--- src/rtl/xbar_pkg.sv ---
package xbar_pkg;

    localparam int MASTER_NUM       = 2;
    localparam int SLAVE_NUM        = 2;
    localparam int MASTER_IDX_WIDTH = 1;
    localparam int SLAVE_IDX_WIDTH  = 1;

    localparam int ADDR_WIDTH       = 32;
    localparam int DATA_WIDTH       = 32;
    localparam int STRB_WIDTH       = DATA_WIDTH / 8;
    localparam int LEN_WIDTH        = 8;
    localparam int RESP_WIDTH       = 2;

    // master side id, widened by the master index on the slave side
    localparam int ID_WIDTH         = 4;
    localparam int EXT_ID_WIDTH     = MASTER_IDX_WIDTH + ID_WIDTH;

    // lowest address bit of the slave select field
    localparam int SLAVE_SEL_LSB    = 28;

    // entries in every W route queue and W order queue
    localparam int ROUTE_DEPTH      = 4;

    // slave side id, seen either as one word or as its two fields
    typedef union packed {
        logic [EXT_ID_WIDTH-1:0] raw;
        struct packed {
            logic [MASTER_IDX_WIDTH-1:0] master;
            logic [ID_WIDTH-1:0]         id;
        } f;
    } ext_id_u;

endpackage

--- src/rtl/route_fifo.sv ---
`timescale 1ns/100ps

module route_fifo #(
    parameter int WIDTH = 1,
    parameter int DEPTH = 4
) (
    input  logic             clk,
    input  logic             rst_n,
    input  logic             push,
    input  logic [WIDTH-1:0] push_data,
    input  logic             pop,
    output logic [WIDTH-1:0] head,
    output logic             empty,
    output logic             full
);

    localparam int PTR_WIDTH = (DEPTH > 1) ? $clog2(DEPTH) : 1;
    localparam int CNT_WIDTH = $clog2(DEPTH + 1);

    logic [WIDTH-1:0]     mem [DEPTH];
    logic [PTR_WIDTH-1:0] wr_ptr;
    logic [PTR_WIDTH-1:0] rd_ptr;
    logic [CNT_WIDTH-1:0] count;

    always_ff @(posedge clk) begin
        if (push) begin
            mem[wr_ptr] <= push_data;
        end
    end

    always_ff @(posedge clk or negedge rst_n) begin
        if (!rst_n) begin
            wr_ptr <= '0;
            rd_ptr <= '0;
            count  <= '0;
        end else begin
            if (push) begin
                wr_ptr <= (wr_ptr == PTR_WIDTH'(DEPTH - 1)) ? '0 : wr_ptr + 1'b1;
            end
            if (pop) begin
                rd_ptr <= (rd_ptr == PTR_WIDTH'(DEPTH - 1)) ? '0 : rd_ptr + 1'b1;
            end
            // simultaneous push and pop leaves the count alone
            if (push && !pop) begin
                count <= count + 1'b1;
            end else if (pop && !push) begin
                count <= count - 1'b1;
            end
        end
    end

    assign head  = mem[rd_ptr];
    assign empty = (count == '0);
    assign full  = (count == CNT_WIDTH'(DEPTH));

    a_no_overflow: assert property (@(posedge clk) disable iff (!rst_n) !(push && full));
    a_no_underflow: assert property (@(posedge clk) disable iff (!rst_n) !(pop && empty));

endmodule

--- src/rtl/master_port.sv ---
`timescale 1ns/100ps

module master_port (
    input  logic                                 clk,
    input  logic                                 rst_n,
    input  logic                                 awvalid,
    input  logic [xbar_pkg::ADDR_WIDTH-1:0]      awaddr,
    input  logic                                 awready,
    input  logic                                 wvalid,
    input  logic                                 wready,
    input  logic                                 wlast,
    output logic [xbar_pkg::SLAVE_NUM-1:0]       aw_req,
    output logic [xbar_pkg::SLAVE_IDX_WIDTH-1:0] w_head,
    output logic                                 w_pending
);

    import xbar_pkg::*;

    logic [SLAVE_IDX_WIDTH-1:0] aw_slave;
    logic                       route_push;
    logic                       route_pop;
    logic                       route_empty;
    logic                       route_full;

    assign aw_slave = awaddr[SLAVE_SEL_LSB +: SLAVE_IDX_WIDTH];

    // no request to any slave while the route queue has no room
    for (genvar s = 0; s < SLAVE_NUM; s++) begin : g_req
        assign aw_req[s] = awvalid && !route_full && (aw_slave == SLAVE_IDX_WIDTH'(s));
    end

    assign route_push = awvalid && awready;
    assign route_pop  = wvalid && wready && wlast;

    route_fifo #(
        .WIDTH (SLAVE_IDX_WIDTH),
        .DEPTH (ROUTE_DEPTH)
    ) i_route_fifo (
        .clk       (clk),
        .rst_n     (rst_n),
        .push      (route_push),
        .push_data (aw_slave),
        .pop       (route_pop),
        .head      (w_head),
        .empty     (route_empty),
        .full      (route_full)
    );

    assign w_pending = !route_empty;

endmodule

--- config.mk ---
export PLATFORM = sky130hd
export DESIGN_NAME = master_port
export DESIGN_NICKNAME = d
export VERILOG_FILES = /design/src/rtl/xbar_pkg.sv /design/src/rtl/route_fifo.sv /design/src/rtl/master_port.sv
export SDC_FILE = /design/constraint.sdc
export NUM_CORES = 1
export LEC_CHECK = 0
export BUFFER_PORTS_ARGS = -buffer_cell sky130_fd_sc_hd__buf_2
export CAP_MARGIN = 0
export CORE_UTILIZATION = 40
export DETAILED_ROUTE_END_ITERATION = 6
export GPL_ROUTABILITY_DRIVEN = 0
export PLACE_DENSITY = 0.79
export SLEW_MARGIN = 20
export SYNTH_ARGS = -nofsm -noshare
export SYNTH_HDL_FRONTEND = slang
export SYNTH_HIERARCHICAL = 1
export SYNTH_SLANG_ARGS = --single-unit
--- constraint.sdc ---
create_clock -name clk -period 2.4 [get_ports clk]
set_input_delay 0.36 -clock clk [delete_from_list [all_inputs] [get_ports clk]]
set_output_delay 0.36 -clock clk [all_outputs]
set_load 0.01 [all_outputs]
Word-level counts from Yosys, hierarchy flattened
Memory sizes are Yosys's and may differ from the RTL's.
Index checks and enable logic that the tools add are counted.
{ "classes": {"n_addsub": 4, "mul": 0, "n_div": 0, "magnitude_cmp": 0, "n_eq_ne": 3, "n_shift": 0, "n_mux": 6, "n_bitwise": 1, "n_reduce_logical": 14} }
{ "ops": {"columns": ["cell", "count"], "rows": [
  ["logical AND 1 bit", 8],
  ["two-way mux 3 bit", 2],
  ["adder 2 x 1 -> 2 bit (second input constant)", 2],
  ["equality test 2 bit (second input constant)", 2],
  ["logical NOT 1 bit", 4],
  ["two-way mux 2 bit", 2],
  ["adder 3 x 1 -> 3 bit (second input constant)", 1],
  ["equality test 3 bit (second input constant)", 1],
  ["logical NOT 3 bit", 1],
  ["subtractor 3 x 1 -> 3 bit (second input constant)", 1],
  ["two-way mux 1 bit", 2],
  ["nonzero test 2 bit", 1],
  ["inverter 1 bit", 1]
]} }
{ "totals": {"reg_bits": 7, "latch_bits": 0, "mem_bits_rw": 4, "rom_bits": 0, "inputBits": 39, "output_inout_bits": 4, "mem_count": 1} }
{ "memory_table": {"columns": ["memory", "depth", "width", "read_ports", "rd_clocked_by_memory_dff", "wr", "line", "text"], "rows": [
  ["i_route_fifo.mem", 4, 1, 1, 0, 1, "route_fifo.sv:20", "logic [WIDTH-1:0] mem [DEPTH];"]
]} }

Logic depth before layout (Yosys ltp)
{ "depth": {"depth_word": 5, "depth_mapped": 8} }

By module
The synthesis kept the hierarchy.
{ "modules_own_cells": {"columns": ["mod", "n_inst", "cells_per_inst", "area_each_um2", "seq_area_each_um2"], "rows": [
  ["route_fifo", 1, 42, 554.3, 295.3],
  ["master_port", 1, 5, 37.5, 0.0]
]} }

Worst setup path after synthesis
OpenSTA, ideal clock, no wires.
{ "synth_timing": {"path_kind": "input to register", "from": "input port awready", "to": "register i_route_fifo.count[2]", "setup_ps": 79, "arrival_time_ps": 1562, "t_required_ps": 2321, "setup_slack_ps": 759, "cell_stages": 7, "cell_sequence": "and2_1 ha_1 inv_1 fa_1 xor2_1 nor2_1 xor2_1"} }
{ "synth_via": {"elab_chain_len": 4, "word_cells_on_any_way": 6, "cone_classes": "1 x mux; 5 x reduce/logical"} }
{ "synth_rtl": {"columns": ["element", "line", "text"], "rows": [
  ["from (decl)", "master_port.sv:8", "input logic awready,"],
  ["logical AND 1 bit (*)", "master_port.sv:32", "assign route_push = awvalid && awready;"],
  ["logical NOT 1 bit", "route_fifo.sv:46", "end else if (pop && !push) begin"],
  ["logical AND 1 bit", "route_fifo.sv:46", null],
  ["nonzero test 2 bit (no source line)", null, null],
  ["to (signal assigned)", "route_fifo.sv:45", "count <= count + 1'b1;"],
  ["to (signal assigned)", "route_fifo.sv:47", "count <= count - 1'b1;"],
  ["to (decl)", "route_fifo.sv:23", "logic [CNT_WIDTH-1:0] count;"]
]} }
Every way passes the cells marked *; elsewhere a longest branch is shown, timed or not.
A chain may end at the register's enable or synchronous reset.

Worst setup path in the final report
{ "layout_timing": {"from": "register i_route_fifo.count[0]", "to": "output port aw_req[1] (netlist bit)"} }
{ "layout_via": {"elab_chain_len": 4} }
{ "layout_rtl": {"columns": ["element", "line", "text"], "rows": [
  ["equality test 3 bit", "route_fifo.sv:54", "assign full = (count == CNT_WIDTH'(DEPTH));"],
  ["net route_full", "master_port.sv:23", "logic route_full;"],
  ["logical NOT 1 bit", "master_port.sv:29", "assign aw_req[s] = awvalid && !route_full && (aw_slave == SLAVE_IDX_WIDTH'(s));"],
  ["logical AND 1 bit (2 in series)", "master_port.sv:29", null],
  ["to (decl)", "master_port.sv:12", "output logic [xbar_pkg::SLAVE_NUM-1:0] aw_req,"]
]} }
The timed path passes the listed nets, and every way through them passes these cells.

==> results.yml <==
outcome:
  status: "finished clean"
sta:
  setup_violations: 0
  finalCriticalPeriod_ns: 1.73
  fmax_ghz: 0.578
  min_period_over_period: 0.721
  slew_violations: 0
  fin_skew_ns: 0.00130
  tightest_slew_ns: 0.288
  setup_tns_ns: 0
  hold_violations: 0
  rsz0062_at_grt: "false"
  slew_headroom: 0.807
power_and_ir_drop:
  leakage_nw: 0.326
  pwr_density_cell_nw_per_um2: 965
  ir_drop_mv: 0.399
  power_mw: 0.679
global_routing:
  grt_max_degree: 10
  grt_util_all_layers: 0.151
  grt_pass1_vias: 349
  antenna_found_initial: 0
  grt_pass1_wl_um: 1460
  overflow: 0
clocking:
  ctsRootBufferMaster: "clkbuf_4"
  cts_resized: 0
  cts.path.max_buffers: 2
  clock-sinks: 11
  clkLatencyLatePin_ns: 0.27
  cts_tree: "done"
  numCtsBuffers: 3
  cts_htree_levels: 1
  cts.reportedPaths.clkPinSlew_ns: 0.07
placed_design:
  place_hpwl_um: 774
  place_area_um2: 666
  portBuffers: 11
  dp.cells: 73
floorplan:
  die_w_um: 40.5
  die_h_um: 40.5
  dieArea_um2: 1640
  start_util: 0.444
  row_count: 13
  io_pins: 43
  coreArea_um2: 1330
routing:
  finalWirelength_um: 955
  via_count: 375
  avgViaCountPerCell: 4.81
  drtIter0Drc: 1
  drc: 0
  dr.pass1.iters: 2
  ant_nets: 0
  post_drt_wl_per_cell_um: 12.2
yosys:
  yosys_register_bits: 11
  yosys_warnings: 6
  yosys.area.top_type: "dfrtp_1"
  synth_cells: 47
  netlist.area_leader.share: 0.296
  avgSynthCellArea_um2: 12.6
  synth.area.top_cells: "dfrtp_1 (30%), edfxtp_1 (20%), ha_1 (13%)"
  syn_area_um2: 592
  syn-num-nets: 93
  synthDistinctLibCells: 18
  ys_seq_area_frac: 0.499
setup_path:
  start_kind: "register"
  end_kind: "output port"
  crit_arrival_ns: 1.37
  crit_required_ns: 2.04
  path_class: "register to output port"
  cp_max_fo: 4
finish:
  area_delta_synth_final_pct: 18.8
  fillCellCount: 132
  stdcell_count: 78
  diodes: 0
  fin_util: 0.527
  drive_above_1_share: 0.317
  fin_area_um2: 703
  final_nets: 110
hold_path:
  min_path_type: "primary input to register"
flow_run:
  maxCapViolations: 0
power breakdown:
| part | internal, mW | switching (mW) | total, mW |
|---|---|---|---|
| logic | 0.125 | 0.100 | 0.226 |
| clock network | 0.0616 | 0.0651 | 0.127 |
| registers | 0.259 | 0.0672 | 0.326 |
worst max-delay path, cell delays in order, from the launching register on:
cell	delay, ns
dfrtp_1	0.44
nor3b_1	0.32
and3b_1	0.21
buf_2	0.13
stage by stage:
step	hold WS [ns]	setup WS [ns]
2_1_floorplan	0.0644	0.759
3_5_place_dp	0.203	0.511
3_3_place_gp	0.199	0.531
5_1_grt	0.357	0.590
6_report	0.347	0.669
4_1_cts	0.341	0.649
layout by cell type, fill, tap and decap left out, types with 2 or more instances in the layout:
master	instances
buf_2	11
dfrtp_1	7
ha_1	6
inv_1	5
and2_1	5
edfxtp_1	4
clkbuf_4	3
mux2_2	3
nor2_1	3
nand2_1	2
o21ai_0	2
xor2_1	2
sequential cells by signal, summed over array words and instances (netlist names):
name	cells
i_route_fifo/wr_ptr	2
i_route_fifo/mem	4
i_route_fifo/rd_ptr	2
i_route_fifo/count	3
final cells by class:
type / instances / area (um2) / share of cell area
Inverter: 5 / 18.8 / 0.0267
Sequential cell: 11 / 295 / 0.420
Clock buffer: 3 / 22.5 / 0.0320
Tap cell: 15 / 18.8 / 0.0267
Clock inverter: 1 / 5.00 / 0.00712
Multi-Input combinational cell: 31 / 278 / 0.395
Timing Repair Buffer: 12 / 65.1 / 0.0925
synth_stat cells:
library cell and n:
dfrtp_1 7, nand2_1 2, xnor2_1 1, xor2_1 2, mux4_2 1, nor3b_1 1
and2_1 5, and3b_1 1, and3_1 1, nor3_1 1, inv_1 5, nor2_1 3
mux2_2 3, edfxtp_1 4, ha_1 6, fa_1 1, nor3b_2 1, o21ai_0 2
timing repair:
| item | 4_1_cts | 5_1_grt |
|---|---|---|
| setup buffers | 0 | 0 |
| endpoints found under the hold margin | 7 | 0 |
| hold buffers | 1 | 0 |
worst paths after layout:
| path | from | endpoint | slack [ns] | cells after the start |
|---|---|---|---|---|
| setup / recovery | i_route_fifo/count[0]$_DFFE_PN0P_ | aw_req[1] | 0.67 | 3 |
| hold / removal | awaddr[28] | i_route_fifo/mem[2]$_DFFE_PP_ | 0.35 | 1 |
| setup reg to reg | i_route_fifo/count[0]$_DFFE_PN0P_ | i_route_fifo/count[2]$_DFFE_PN0P_ | 1.02 | 4 |
| hold reg to reg | i_route_fifo/count[2]$_DFFE_PN0P_ | i_route_fifo/count[2]$_DFFE_PN0P_ | 0.49 | 1 |
| max in group asynchronous | rst_n | i_route_fifo/rd_ptr[1]$_DFFE_PN0P_ | 1.79 | 2 |
| min in group asynchronous | rst_n | i_route_fifo/count[1]$_DFFE_PN0P_ | 0.45 | 2 |
per-layer routing:
metal,up-vias,wire length (um),global-route usage
li1,189,-,-
met1,175,393,0.149
met2,9,495,0.254
met3,2,39,0.0333
met4,0,27,0.150
met5,-,0,0
kinds of logic (layout without fill, tap and decap cells):
kind of cell | count (synthesis) | after routing | synth area share
AO/OA/AOI/OAI | 2 | 2 | 0.0169
AND/OR/NAND/NOR | 15 | 15 | 0.152
buffers and inverters | 5 | 21 | 0.0317
flip-flops | 11 | 11 | 0.499
adder cells (fa/ha/maj) | 7 | 7 | 0.161
XOR/XNOR | 3 | 3 | 0.0444
multiplexers | 4 | 4 | 0.0951
No activity file was read; power rests on OpenSTA's default activity.
